`src/rtl/gfx_pkg.sv`:
```
package gfx_pkg;

	typedef logic [7:0] coord_x_t;
	typedef logic [6:0] coord_y_t;
	typedef logic [2:0] colour_t;

	// signed so that centre minus offset can go below zero.
	typedef logic signed [8:0] coord_raw_t;

	// order in which the engine visits the octants of one step.
	typedef enum logic [2:0] {
		oct_0,
		oct_1,
		oct_2,
		oct_3,
		oct_4,
		oct_5,
		oct_6,
		oct_7
	} octant_t;

	typedef struct packed {
		logic     valid;
		coord_x_t x;
		coord_y_t y;
		colour_t  colour;
	} pixel_s;

	// in_range is low whenever the engine has no point to offer.
	typedef struct packed {
		coord_raw_t x;
		coord_raw_t y;
		colour_t    colour;
		logic       in_range;
	} point_s;

endpackage
```
`src/rtl/apb_pkg.sv`:
```
package apb_pkg;
	import gfx_pkg::*;

	localparam int apb_addr_w = 5;

	localparam logic [apb_addr_w-1:0] reg_cmd      = 5'h00;
	localparam logic [apb_addr_w-1:0] reg_ctrl     = 5'h04;
	localparam logic [apb_addr_w-1:0] reg_status   = 5'h08;
	localparam logic [apb_addr_w-1:0] reg_pix_addr = 5'h0c;
	localparam logic [apb_addr_w-1:0] reg_pix_data = 5'h10;

	localparam int ctrl_draw_bit   = 0;
	localparam int ctrl_clear_bit  = 1;
	localparam int ctrl_colour_lsb = 2;
	localparam int status_busy_bit = 0;

	typedef struct packed {
		coord_x_t   centre_x;
		coord_y_t   centre_y;
		logic [7:0] radius;
		colour_t    colour;
	} draw_cmd_s;

	typedef struct packed {
		coord_x_t x;
		coord_y_t y;
	} pix_addr_s;

	typedef struct packed {
		logic [5:0] pad;
		draw_cmd_s  cmd;
	} cmd_word_s;

	typedef struct packed {
		logic [16:0] pad;
		pix_addr_s   addr;
	} addr_word_s;

	// one bus word, read as a command or as a pixel address by offset.
	typedef union packed {
		cmd_word_s   cmd;
		addr_word_s  pix;
		logic [31:0] raw;
	} reg_word_u;

endpackage

```
`src/rtl/circle_octants.sv`:
```
`timescale 1ns/1ps

module circle_octants
	import gfx_pkg::*;
	import apb_pkg::*;
(
	input  logic      clk,
	input  logic      rst_n,
	input  logic      draw_start,
	input  draw_cmd_s cmd,
	output point_s    point,
	output logic      draw_busy
);

	logic               busy_q;
	octant_t            octant;
	logic               load;
	logic               step_end;
	logic               in_range;
	coord_x_t           cx;
	coord_y_t           cy;
	colour_t            colour_q;
	logic signed [9:0]  off_x;
	logic signed [9:0]  off_y;
	logic signed [11:0] crit;
	logic signed [11:0] oy_inc;
	logic signed [11:0] ox_dec;
	logic               swap;
	logic               neg_x;
	logic               neg_y;
	logic [8:0]         dx;
	logic [8:0]         dy;
	logic [8:0]         px;
	logic [8:0]         py;

	assign load     = draw_start & ~busy_q;
	assign step_end = busy_q & (octant == oct_7);
	assign in_range = off_y <= off_x;

	assign oy_inc = off_y + 1;
	assign ox_dec = off_x - 1;

	always_ff @(posedge clk or negedge rst_n) begin
		if (!rst_n) begin
			busy_q <= 1'b0;
			octant <= oct_0;
		end else if (load) begin
			busy_q <= 1'b1;
			octant <= oct_0;
		end else if (busy_q) begin
			// the step that finds y past x ends the draw.
			if (octant == oct_0 && !in_range) begin
				busy_q <= 1'b0;
			end else begin
				octant <= octant_t'(octant + 3'd1);
			end
		end
	end

	always_ff @(posedge clk) begin
		if (load) begin
			cx       <= cmd.centre_x;
			cy       <= cmd.centre_y;
			colour_q <= cmd.colour;
			off_x    <= $signed({2'b00, cmd.radius});
			off_y    <= '0;
			crit     <= 12'sd1 - $signed({4'b0000, cmd.radius});
		end else if (step_end) begin
			off_y <= oy_inc[9:0];
			if (crit <= 0) begin
				crit <= crit + 2 * oy_inc + 1;
			end else begin
				off_x <= ox_dec[9:0];
				crit  <= crit + 2 * (oy_inc - ox_dec) + 1;
			end
		end
	end

	// swap exchanges the offsets and neg picks the side of the centre.
	always_comb begin
		case (octant)
			oct_0: {swap, neg_x, neg_y} = 3'b000;
			oct_1: {swap, neg_x, neg_y} = 3'b100;
			oct_2: {swap, neg_x, neg_y} = 3'b110;
			oct_3: {swap, neg_x, neg_y} = 3'b010;
			oct_4: {swap, neg_x, neg_y} = 3'b011;
			oct_5: {swap, neg_x, neg_y} = 3'b111;
			oct_6: {swap, neg_x, neg_y} = 3'b101;
			oct_7: {swap, neg_x, neg_y} = 3'b001;
			default: {swap, neg_x, neg_y} = 3'b000;
		endcase
	end

	assign dx = swap ? off_y[8:0] : off_x[8:0];
	assign dy = swap ? off_x[8:0] : off_y[8:0];

	// sums past 255 wrap negative, which the clip stage rejects as well.
	assign px = neg_x ? {1'b0, cx} - dx : {1'b0, cx} + dx;
	assign py = neg_y ? {2'b00, cy} - dy : {2'b00, cy} + dy;

	always_comb begin
		point.x        = px;
		point.y        = py;
		point.colour   = colour_q;
		point.in_range = busy_q & in_range;
	end

	assign draw_busy = busy_q;

	// offsets only move between steps, so a step is emitted whole.
	assert property (@(posedge clk) disable iff (!rst_n) draw_busy && !in_range |-> octant == oct_0);

endmodule

```
`config.mk`:
```
export PLATFORM = sky130hd
export DESIGN_NAME = circle_octants
export DESIGN_NICKNAME = d
export VERILOG_FILES = /design/src/rtl/gfx_pkg.sv /design/src/rtl/apb_pkg.sv /design/src/rtl/circle_octants.sv
export SDC_FILE = /design/constraint.sdc
export NUM_CORES = 1
export LEC_CHECK = 0
export ABC_AREA = 1
export ABC_CLOCK_PERIOD_IN_PS = 4300
export BUFFER_PORTS_ARGS = -buffer_cell sky130_fd_sc_hd__buf_2
export CAP_MARGIN = 30
export CORE_UTILIZATION = 35
export CTS_BUF_LIST = sky130_fd_sc_hd__clkbuf_4 sky130_fd_sc_hd__clkbuf_8
export DETAILED_ROUTE_END_ITERATION = 8
export GPL_ROUTABILITY_DRIVEN = 0
export SKIP_LAST_GASP = 1
export SYNTH_ARGS = -nofsm -noshare
export SYNTH_HDL_FRONTEND = slang
export SYNTH_SLANG_ARGS = --single-unit
```
`constraint.sdc`:
```
create_clock -name clk -period 4.3 [get_ports clk]
set_clock_uncertainty 0.15 [all_clocks]
set_input_delay 0.215 -clock clk [delete_from_list [all_inputs] [get_ports clk]]
set_output_delay 0.215 -clock clk [all_outputs]
set_load 0.02 [all_outputs]
```
# [Word-level counts from Yosys, hierarchy flattened]
# Memories as Yosys holds them, arrays and structs flattened.
# Index checks and enable logic that the tools add are counted.
[totals] output_inout_bits=23 n_memories=1 register_bits=54 elab_cells=57 mem_bits_ro=24 inputBits=29
[mem_list] memory="(name not given)" words=8 width=3 rd=1 rd_clocked_by_memory_dff=0 write_ports=0 line_no="circle_octants.sv:81" rtl="case (octant)"
[op_classes] muxes=16 n_eq_ne=3 addsub=13 bitwise_logic=5 magnitude_cmp=2 n_reduce_logical=8
[ops] op="$mux 12" n=3
[ops] op="$mux 9" n=4
[ops] op="$add 12x12->12" n=2
[ops] op="$add 12x2->12 const B" n=2
[ops] op="$mux 8" n=3
[ops] op="$le 12x1->1 const B" n=1
[ops] op="$add 10x2->11 const B" n=1
[ops] op="$sub 10x2->11 const B" n=1
[ops] op="$sub 11x11->11" n=1
[ops] op="$le 10x10->1" n=1
[ops] op="$add 7x9->9" n=1
[ops] op="$add 8x9->9" n=1
[ops] op="$mux 3" n=3
[ops] op="$sub 1x8->9 const A" n=1
[ops] op="$sub 7x9->9" n=1
[ops] op="$sub 8x9->9" n=1
[ops] op="$reduce_and 2->1" n=3
[ops] op="$ne 2x2->1 const B" n=2
[ops] op="$reduce_bool 2->1" n=2
[ops] op="$add 3x1->3 const B" n=1
[ops] op="$and 1x1->1" n=3
[ops] op="$eq 3x3->1 const B" n=1
[ops] op="$logic_not 3->1" n=1
[ops] op="$mux 1" n=3
[ops] op="3 further kinds" n=4

# [Logic depth before layout (Yosys ltp)]
# Gate-level depths: netlist of the first run.
[logic_depth] ltp_word=7 depth_mapped=27 ltp_nobuf=27

# [Least setup slack after synthesis of the first run]
# Ideal clock, no wire load.
[synth_timing] path_kind="register to output" start="register octant[1]" end="output point[20] (netlist name)" stages_incl_launch_ff=22 path_buffers=3 t_required_ns=3.935 setup_slack_ns=0.561 t_arrival_ns=3.374 cell_sequence="dfrtp_1 inv_1 ha_1 buf_2 buf_6 buf_2 o21ai_0 inv_1 ha_1 nor2_1 xor2_1 inv_1 ha_1 a21oi_1 nand2_1 a21oi_1 inv_1 a21oi_1 nor2_1 o21ai_0 nand2_1 xor2_1"
[synth_rtl] item="start: declaration" line_no="circle_octants.sv:16" rtl="octant_t octant;"
[synth_rtl] item="start signal: assignment" line_no="circle_octants.sv:46" rtl="octant <= oct_0;"
[synth_rtl] item="start signal: assignment" line_no="circle_octants.sv:49" rtl="octant <= oct_0;"
[synth_rtl] item="start signal: assignment" line_no="circle_octants.sv:55" rtl="octant <= octant_t'(octant + 3'd1);"
[synth_rtl] item="end: declaration" line_no="circle_octants.sv:11" rtl="output point_s point,"

==> impl_metrics.csv, run 1 <==
group,metric,value,unit
final_layout,drive_gt1_frac,0.129,
setup_path,cp.arrival,3.55,ns
synth,yosysWarnings,0,
final_layout,final_common_cell,"nand2_1",
final_layout,diodes,0,
setup_path,path_cells,"inv_1 -> ha_4 -> o21ai_1 -> inv_1 -> ha_1 -> nor2_1 -> xor2_1 -> inv_1 -> ha_1 -> a21oi_1 -> nand2_1 -> a21oi_1 -> inv_1 -> a21oi_1 -> nor2_1 -> o21ai_0 -> nand2_1 -> xor2_1 -> buf_2",
sta,fin_crit,3.92,ns
clock_network,cts.path.max_buffers,2,
detailed_routing,dr.pass1.iters,8,
placed_design,dp_hpwl,11000,um
detailed_routing,drt-initial-drc-count,266,
sta,slew_headroom,0.368,
synth,ys_ff_latch,54,
grt,grt_overflow,0,
clock_network,cts_tree,"built",
grt,grt_pass1_wl,22600,um
clock_network,numCtsBuffers,5,
min_path,hold_path_class,"input pin to asynchronous set/reset pin",
placed_design,port_buffers,51,
clock_network,worstSkewPairLatency,0.33,ns
clock_network,clockRootBuffer,"clkbuf_8",
grt,grt_pass1_vias,4769,
detailed_routing,drc,0,
clock_network,cts.clk_slew.worst_paths,0.11,ns
final_layout,final_cell_mix,"nand2_1 (171), inv_1 (102), o21ai_0 (64), ha_1 (59), buf_2 (51)",
detailed_routing,drt_wl_total,13600,um
run,cap_violations,0,
grt,grt_max_degree,27,
floorplan,row_count,45,
setup_path,end_kind,"output port",
synth,async_reset_ff_frac,0.0741,
synth,syn-num-nets,837,
sta,setup_viol,0,
setup_path,worstPathMaxFanout,16,
setup_path,crit_top_cell,"inv_1",
final_layout,synthToLayoutAreaGrowth,15.5,%
floorplan,core,0.0152,mm^2
detailed_routing,num_vias,5014,
detailed_routing,avgViaCountPerCell,4.96,
floorplan,die_area,0.0160,mm^2
final_layout,final_nets,915,
sta,worstMarginPinSlew,0.945,ns
synth,synth-edff-count,38,
floorplan,die_w,127,um
setup_path,slowest_stage,"dfrtp_1",
detailed_routing,wl_per_cell,13.4,um
synth,ys.flop_type,"edfxtp_1",
sta,rsz0062_at_grt,"false",
setup_path,path_class,"flip-flop to output port",
sta,totalNegativeSetupSlack,0,ns
final_layout,fillers,1575,
sta,fmax,0.255,GHz
synth,ys_seq_area_frac,0.273,
grt,grt_use_total,0.177,
floorplan,start_util,0.357,
floorplan,die_h,127,um
run_status,status,"finished, final reports clean",
clock_network,htreeDepth,2,
grt,antenna_found_initial,0,
final_layout,seq_area,0.00149,mm^2
setup_path,cp-start-kind,"flip-flop",
synth,ys_types,49,
detailed_routing,ant_nets,0,
sta,report.final.slew_viol_count,0,
sta,hold_violations,0,
floorplan,io_pins,52,
sta,period_share,0.911,
final_layout,multi_input_area,0.00351,mm^2
setup_path,max_stage_delay,0.41,ns
setup_path,worst_ep_required_time,3.93,ns
synth,syn_inst,743,
synth,syn-cell-area,0.00543,mm^2
synth,avgSynthCellArea,7.31,um^2
clock_network,cts.sinks,54,
==> final cells by class <==
| type | instances | area share |
|---|---|---|
| Clock inverter | 3 | 0.00399 |
| Multi-Input combinational cell | 568 | 0.559 |
| Tap cell | 188 | 0.0375 |
| Sequential cell | 54 | 0.237 |
| Inverter | 110 | 0.0658 |
| Clock buffer | 5 | 0.0110 |
| Timing Repair Buffer | 82 | 0.0853 |
==> cells in the mapped netlist (all sizes together), types with 2 or more instances <==
master / number / area share
o21ai: 75 / 0.069
edfxtp: 38 / 0.21
buf: 7 / 0.0081
nand2: 183 / 0.13
o2111ai: 2 / 0.0032
o21bai: 5 / 0.0069
o22ai: 5 / 0.0058
a21oi: 48 / 0.044
xor2: 35 / 0.056
clkinv: 3 / 0.0021
nand4: 8 / 0.010
a21o: 4 / 0.0055
fa: 5 / 0.018
inv: 107 / 0.074
o211ai: 5 / 0.0069
nand3: 29 / 0.029
clkbuf: 4 / 0.0028
nor4: 4 / 0.0046
xnor2: 15 / 0.026
a31oi: 8 / 0.0092
o21a: 2 / 0.0028
ha: 60 / 0.14
o32ai: 2 / 0.0032
dfrtp: 4 / 0.018
dfxtp: 12 / 0.044
o31ai: 3 / 0.0051
nor2: 51 / 0.040
nor3: 10 / 0.0092
==> final timing paths <==
check	endpoint	slack (ns)	start	depth (start not counted)
worst max-delay path	point[20]	0.38	octant[0]	19
worst min-delay path	octant[2]	0.05	rst_n	2
worst max register to register	crit[11]	0.42	off_x[1]	25
worst min register to register	off_y[0]	0.35	off_y[0]	1
max in group asynchronous	octant[0]	3.83	rst_n	2
min in group clk	off_x[0]	0.07	cmd[3]	3
==> critical path, delay by kind of cell, from the launching register on <==
kind                     cells  cell delay, ns
AO/OA/AOI/OAI                5            0.88
buffers and inverters        5            0.50
adder cells (fa/ha/maj)      3            0.80
flip-flops                   1            0.41
AND/OR/NAND/NOR              4            0.36
XOR/XNOR                     2            0.27
==> per-stage QoR <==
stage | area [um^2] | hold WS (ns) | std cells | utilization | setup WS (ns)
3_5_place_dp | 5930 | -0.126 | 980 | 0.390 | 0.281
3_3_place_gp | 5930 | -0.126 | 980 | 0.390 | 0.406
4_1_cts | 6220 | 0.0354 | 1007 | 0.409 | 0.0358
5_1_grt | 6270 | 0.0416 | 1010 | 0.413 | 0.0107
2_1_floorplan | 5430 | -0.231 | 743 | - | 0.561
6_report | 6270 | 0.0530 | 1010 | 0.413 | 0.383
==> cells by family (layout without fill, tap and decap cells) <==
group                    after synthesis  count (layout)  share of synthesized area
AO/OA/AOI/OAI                        164             164                      0.169
XOR/XNOR                              50              50                     0.0820
adder cells (fa/ha/maj)               65              65                      0.157
buffers and inverters                121             200                     0.0868
flip-flops                            54              54                      0.273
AND/OR/NAND/NOR                      289             289                      0.233
==> per-layer routing <==
layer	global-route usage	wire [um]	up-vias
li1	-	-	2660
met1	0.238	6810	2248
met2	0.304	6230	95
met3	0.0202	363	11
met4	0.0439	163	0
met5	0	0	-
==> state kept, by name, summed over array words and instances, names as in the netlist <==
name,cells
crit,12
off_x,10
off_y,10
cx,8
cy,7
colour_q,3
octant,3
draw_busy,1
==> repair_timing <==
action | 4_1_cts | 5_1_grt
gates resized for setup | 0 | 16
setup buffers | 0 | 3
endpoints found under the hold margin | 22 | 0
hold buffers | 19 | 0
setup endpoints to repair | 0 | 8
Power of run 1 is not shown: default switching activity piles up to over one toggle a cycle in this logic, so the estimate is an artifact.
==> run 2, diff against run 1 <==
- ABC_AREA: 1 -> 0
==> run 2 against run 1 <==
Compared with the run above:
- wire length decreased by 0.18%
- sequential share of layout area down 0.26 points
- clock-buffer cell count did not move
- fmax decreased by 5.4%
- cell area rose by 0.70%
- utilization up 2.4 points
- hold slack lost 0.034 ns
- die area down 4.8%
- via count is 11% lower
- first-iteration DRC count is 21% lower
- synthesized cell count shrank 24%
- largest cell class unchanged
==> impl_metrics.csv, run 2 <==
group,metric,value,unit
setup_path,worstPathMaxFanout,3,
synth,syn-num-nets,660,
sta,fmax,0.242,GHz
detailed_routing,wl_per_cell,16.1,um
synth,syn-cell-area,0.00516,mm^2
placed_design,dp.cells,813,
floorplan,die_h,123,um
final_layout,final_util,0.436,
detailed_routing,ant_nets,0,
synth,yosys.area.top_type,"edfxtp_1",
min_path,hold_path_class,"input pin to flip-flop",
floorplan,row_count,44,
synth,ys_ff_latch,54,
synth,ys_seq_area_frac,0.287,
grt,grt_pass1_wl,21800,um
run,cap_violations,0,
setup_path,cp.arrival,4.06,ns
grt,grt_overflow,0,
final_layout,final_cell_mix,"ha_1 (54), buf_2 (51), xnor2_1 (47), nor2_1 (43), inv_1 (42)",
synth,synthTopCellsByCount,"ha_1 (60), xnor2_1 (49), nor2_1 (45)",
sta,setup_viol,0,
clock_network,cts_tree,"built",
sta,period_share,0.963,
final_layout,final_common_cell,"ha_1",
synth,syn_inst,566,
clock_network,clockRootBuffer,"clkbuf_8",
sta,hold_violations,0,
setup_path,worst_ep_required_time,4.22,ns
detailed_routing,avgViaCountPerCell,5.30,
synth,yosys.area.top_type_share,0.221,
final_layout,final_nets,752,
clock_network,htreeDepth,2,
grt,grt_use_total,0.186,
final_layout,diodes,0,
detailed_routing,drc,0,
sta,worstMarginPinSlew,0.835,ns
synth,synth-edff-count,38,
final_layout,top_regs,"crit (12), off_x (10), off_y (10)",
floorplan,die_area,0.0152,mm^2
sta,fin_crit,4.14,ns
floorplan,io_pins,52,
setup_path,slowest_stage,"edfxtp_1",
sta,slew_headroom,0.436,
detailed_routing,num_vias,4472,
grt,antenna_found_initial,0,
final_layout,drive_gt1_frac,0.206,
synth,synth_most_common_cell,"ha_1",
synth,ys.flop_type,"edfxtp_1",
setup_path,crit_top_cell,"xnor2_1",
final_layout,largest_reg_flops,12,
final_layout,max_flop_register,"crit",
synth,ys_types,62,
clock_network,worstSkewPairLatency,0.34,ns
clock_network,cts.path.max_buffers,2,
floorplan,die_w,123,um
final_layout,synthToLayoutAreaGrowth,22.3,%
setup_path,end_kind,"flip-flop",
setup_path,path_cells,"inv_2 -> ha_4 -> or3b_4 -> buf_4 -> nor3_4 -> xnor2_2 -> nor2_2 -> a2111oi_2 -> nor2_1 -> maj3_2 -> a21oi_2 -> xnor2_1 -> ha_2 -> or3_1 -> o21ai_1 -> a21oi_1 -> xnor2_1 -> xnor2_1 -> mux2i_1 -> o21ai_1",
clock_network,cts.sinks,54,
grt,grt_max_degree,32,
grt,grt_pass1_vias,4497,
final_layout,final_area,0.00632,mm^2
synth,async_reset_ff_frac,0.0741,
final_layout,instances_no_fill,843,
synth,yosys-top-cells-area,"edfxtp_1 (22%), ha_1 (15%), xnor2_1 (8.3%)",
sta,report.final.slew_viol_count,0,
synth,avgSynthCellArea,9.13,um^2
detailed_routing,drt-initial-drc-count,210,
detailed_routing,drt_wl_total,13500,um
sta,rsz0062_at_grt,"true",
placed_design,port_buffers,51,
placed_design,placed_cell_area,0.00580,mm^2
floorplan,start_util,0.357,
floorplan,core,0.0145,mm^2
clock_network,numCtsBuffers,5,
sta,totalNegativeSetupSlack,0,ns
synth,yosysWarnings,0,
setup_path,cp-start-kind,"flip-flop",
clock_network,cts.clk_slew.worst_paths,0.12,ns
placed_design,dp_hpwl,10200,um
setup_path,max_stage_delay,0.41,ns
run_status,status,"finished, final reports clean",
final_layout,fillers,1397,
detailed_routing,dr.pass1.iters,5,
setup_path,path_class,"flip-flop to flip-flop",
run 2: cell count changes in the layout (fill, tap and decap cells not counted), moves of 12 or more:
| cell | change |
|---|---|
| a21o_1 | +12 |
| buf_4 | +19 |
| inv_1 | -60 |
| mux2i_1 | +16 |
| nand2_1 | -140 |
| nand3_1 | -13 |
| o21ai_0 | -38 |
| xnor2_1 | +33 |
run 2: what timing repair did:
action / CTS / global route
hold endpoints to repair: 23 / 0
endpoints found under the setup margin: 2 / 6
hold buffers: 20 / 0
resized for setup: 2 / 39
pin swaps: 0 / 17
setup buffers: 0 / 2
run 2: path summary, 6_finish.rpt:
| path | slack (ns) | end | cells past startpoint | from |
|---|---|---|---|---|
| max | 0.16 | crit[11] | 20 | off_x[0] |
| min | 0.02 | off_x[0] | 3 | cmd[3] |
| max reg2reg | 0.16 | crit[11] | 20 | off_x[0] |
| min reg2reg | 0.33 | off_y[5] | 2 | off_y[5] |
| max in group asynchronous | 3.83 | octant[1] | 2 | rst_n |
| min in group asynchronous | 0.04 | octant[0] | 2 | rst_n |
run 2: area by class of cell:
class                   instances  area [um^2]  share of cell area
inverters                      46          173              0.0273
flip-flops and latches         54         1480               0.235
repair buffers                103          703               0.111
clock inverters                 3         40.0             0.00634
multi-input cells             448         3620               0.573
well taps                     184          230              0.0364
clock buffers                   5         68.8              0.0109
run 2: stage by stage:
| stage | worst slack (ns) | hold slack, ns |
|---|---|---|
| after floorplan | 0.0455 | -0.231 |
| after global placement | 0.0231 | -0.122 |
| after detailed placement | -0.00413 | -0.118 |
| after CTS | -0.0374 | 0.00386 |
| after global routing | -0.144 | 0.0268 |
| final | 0.160 | 0.0187 |
run 2: kinds of logic (layout without fill, tap and decap cells):
kind of cell,count (synthesis),after routing,share of synthesized area
flip-flops,54,54,0.287
multiplexers,22,22,0.0429
AND/OR/NAND/NOR,134,134,0.124
XOR/XNOR,84,84,0.144
AO/OA/AOI/OAI,141,141,0.185
adder cells (fa/ha/maj),67,67,0.169
buffers and inverters,64,157,0.0485
run 2: layer usage:
| metal | up-vias | wire length (um) | global-route usage |
|---|---|---|---|
| met1 | 2096 | 6280 | 0.240 |
| met5 | - | 0 | 0 |
| li1 | 2215 | - | - |
| met4 | 0 | 414 | 0.0768 |
| met2 | 132 | 6250 | 0.309 |
| met3 | 29 | 594 | 0.0254 |
run 2: worst max-delay path: cells and delay by family (launching register included):
| family | cells | cell delay [ns] |
|---|---|---|
| compound gates | 5 | 0.65 |
| xor+xnor | 4 | 0.55 |
| fa+ha+maj | 3 | 0.66 |
| buf+inv | 2 | 0.26 |
| flops | 1 | 0.41 |
| mux | 1 | 0.14 |
| simple gates | 5 | 1.04 |
Power of run 2 is left out for the same reason.
==> run 3, diff against run 2 <==
- CORE_UTILIZATION: 35 -> 23
==> run 3 against run 2 <==
Compared with the run above:
- clock-buffer cell count is 2 higher
- critical path depth shrank 1
- global-route usage is 7.1 points lower
- fmax down 0.65%
- cell area increased by 1.6%
- hold slack better by 0.024 ns
- wire length fell by 2.1%
- non-clock buffer count increased by 5
- largest cell class unchanged
- highest routed layer unchanged
==> impl_metrics.csv, run 3 (synthesized netlist as in run 2, its figures left out) <==
group,metric,value,unit
final_layout,largest_reg_flops,12,
sta,hold_violations,0,
setup_path,cp.arrival,4.06,ns
setup_path,reg2reg_from,"off_x[1]",
grt,grt_overflow,0,
grt,grt_pass1_vias,4196,
clock_network,worstSkewPairLatency,0.33,ns
final_layout,diodes,0,
grt,grt_pass1_wl,21500,um
grt,grt_max_degree,32,
sta,report.final.slew_viol_count,0,
sta,period_share,0.969,
setup_path,path_class,"flip-flop to flip-flop",
grt,grt_use_total,0.115,
detailed_routing,dr.pass1.iters,4,
final_layout,final_cell_mix,"ha_1 (55), buf_2 (51), xnor2_1 (47), nor2_1 (43), inv_1 (42)",
placed_design,dp_hpwl,10300,um
floorplan,io_pins,52,
floorplan,die_area,0.0231,mm^2
sta,setup_viol,0,
grt,antenna_found_initial,0,
floorplan,core,0.0219,mm^2
clock_network,cts.path.max_buffers,2,
floorplan,start_util,0.236,
detailed_routing,ant_nets,0,
run,cap_violations,0,
detailed_routing,num_vias,4307,
floorplan,die_h,152,um
setup_path,end_kind,"flip-flop",
setup_path,worstSetupEndpoint,"crit[11]",
clock_network,cts.clk_slew.worst_paths,0.11,ns
sta,slew_headroom,0.416,
final_layout,drive_gt1_frac,0.205,
sta,worstMarginPinSlew,0.864,ns
clock_network,cts_tree,"built",
clock_network,numCtsBuffers,5,
clock_network,htreeDepth,2,
setup_path,rrSetupSlack,0.13,ns
floorplan,row_count,54,
sta,layout_setup_ws,0.133,ns
setup_path,critPathLaunch,"off_x[1]",
clock_network,cts.sinks,54,
min_path,hold_path_class,"input pin to flip-flop",
setup_path,cp-start-kind,"flip-flop",
final_layout,final_util,0.293,
detailed_routing,drt_wl_total,13300,um
placed_design,pre_cts_slack,-0.0368,ns
final_layout,max_flop_register,"crit",
placed_design,port_buffers,51,
detailed_routing,avgViaCountPerCell,4.56,
final_layout,fillers,2337,
final_layout,top_regs,"crit (12), off_x (10), off_y (10)",
clock_network,clockRootBuffer,"clkbuf_8",
detailed_routing,drt-initial-drc-count,312,
final_layout,final_common_cell,"ha_1",
run_status,status,"finished, final reports clean",
detailed_routing,wl_per_cell,14.0,um
detailed_routing,drc,0,
final_layout,final_nets,757,
setup_path,worstPathMaxFanout,2,
final_layout,synthToLayoutAreaGrowth,24.3,%
sta,fin_crit,4.17,ns
sta,fmax,0.240,GHz
setup_path,r2r_end,"crit[11]",
sta,rsz0062_at_grt,"true",
floorplan,die_w,152,um
setup_path,reg2reg_depth,19,
setup_path,worst_ep_required_time,4.19,ns
## run 3: changes by cell type in the layout (fill, tap and decap cells not counted), sizes merged
cell    change
buf         +5
clkbuf      +2
bufinv      -1
inv         +1
clkinv      -2
## run 3: layout make-up
cell class / instances / area, um^2 / area share
inverters: 46 / 173 / 0.0269
clock buffers: 7 / 83.8 / 0.0131
repair buffers: 108 / 741 / 0.115
well taps: 280 / 350 / 0.0546
multi-input cells: 448 / 3580 / 0.558
flip-flops and latches: 54 / 1480 / 0.231
clock inverters: 1 / 6.26 / 0.000975
## run 3: critical path, cell delays in order, from the launching register on
cell       delay [ns]
edfxtp_1         0.42
inv_2            0.10
ha_4             0.14
or3b_4           0.39
xnor2_2          0.15
ha_2             0.33
buf_4            0.12
nor2_4           0.04
a221oi_4         0.25
a2111oi_4        0.07
nor3_2           0.20
xor2_1           0.23
ha_1             0.28
or3_4            0.37
o21ai_2          0.08
a21oi_2          0.05
xnor2_1          0.20
xnor2_1          0.10
mux2i_1          0.14
o21ai_1          0.08
## run 3: through the flow
step	TNS, ns	hold WS, ns	cells	area (um^2)
after global routing	-0.131	0.0606	944	6420
after CTS	-0.0611	0.0395	940	6250
final	0	0.0429	944	6420
after detailed placement	-0.0368	-0.124	912	5950
after floorplan	0	-0.231	566	5160
after global placement	0	-0.126	912	5950
## run 3: what timing repair did
action	4_1_cts	5_1_grt
hold buffers	20	0
pin swaps	1	19
buffers inserted	0	4
endpoints found under the hold margin	23	0
gates cloned	0	0
resized for setup	3	31
setup endpoints to repair	2	5
## run 3: how the worst min path moves through the flow
| stage | startpoint | end | slack, ns | cells after the start |
|---|---|---|---|---|
| after floorplan | rst_n | draw_busy | -0.23 | 0 |
| after global placement | rst_n | draw_busy | -0.13 | 1 |
| after detailed placement | rst_n | draw_busy | -0.12 | 1 |
| after CTS | cmd[3] | off_x[0] | 0.04 | 3 |
| after global routing | cmd[3] | off_x[0] | 0.06 | 3 |
| final | cmd[3] | off_x[0] | 0.04 | 3 |
## run 3: layer usage
metal	track usage	part of all wire
met1	0.169	0.53
met2	0.172	0.42
met3	0.0197	0.039
met4	0.0281	0.012
met5	0	0
Power of run 3 is left out for the same reason.
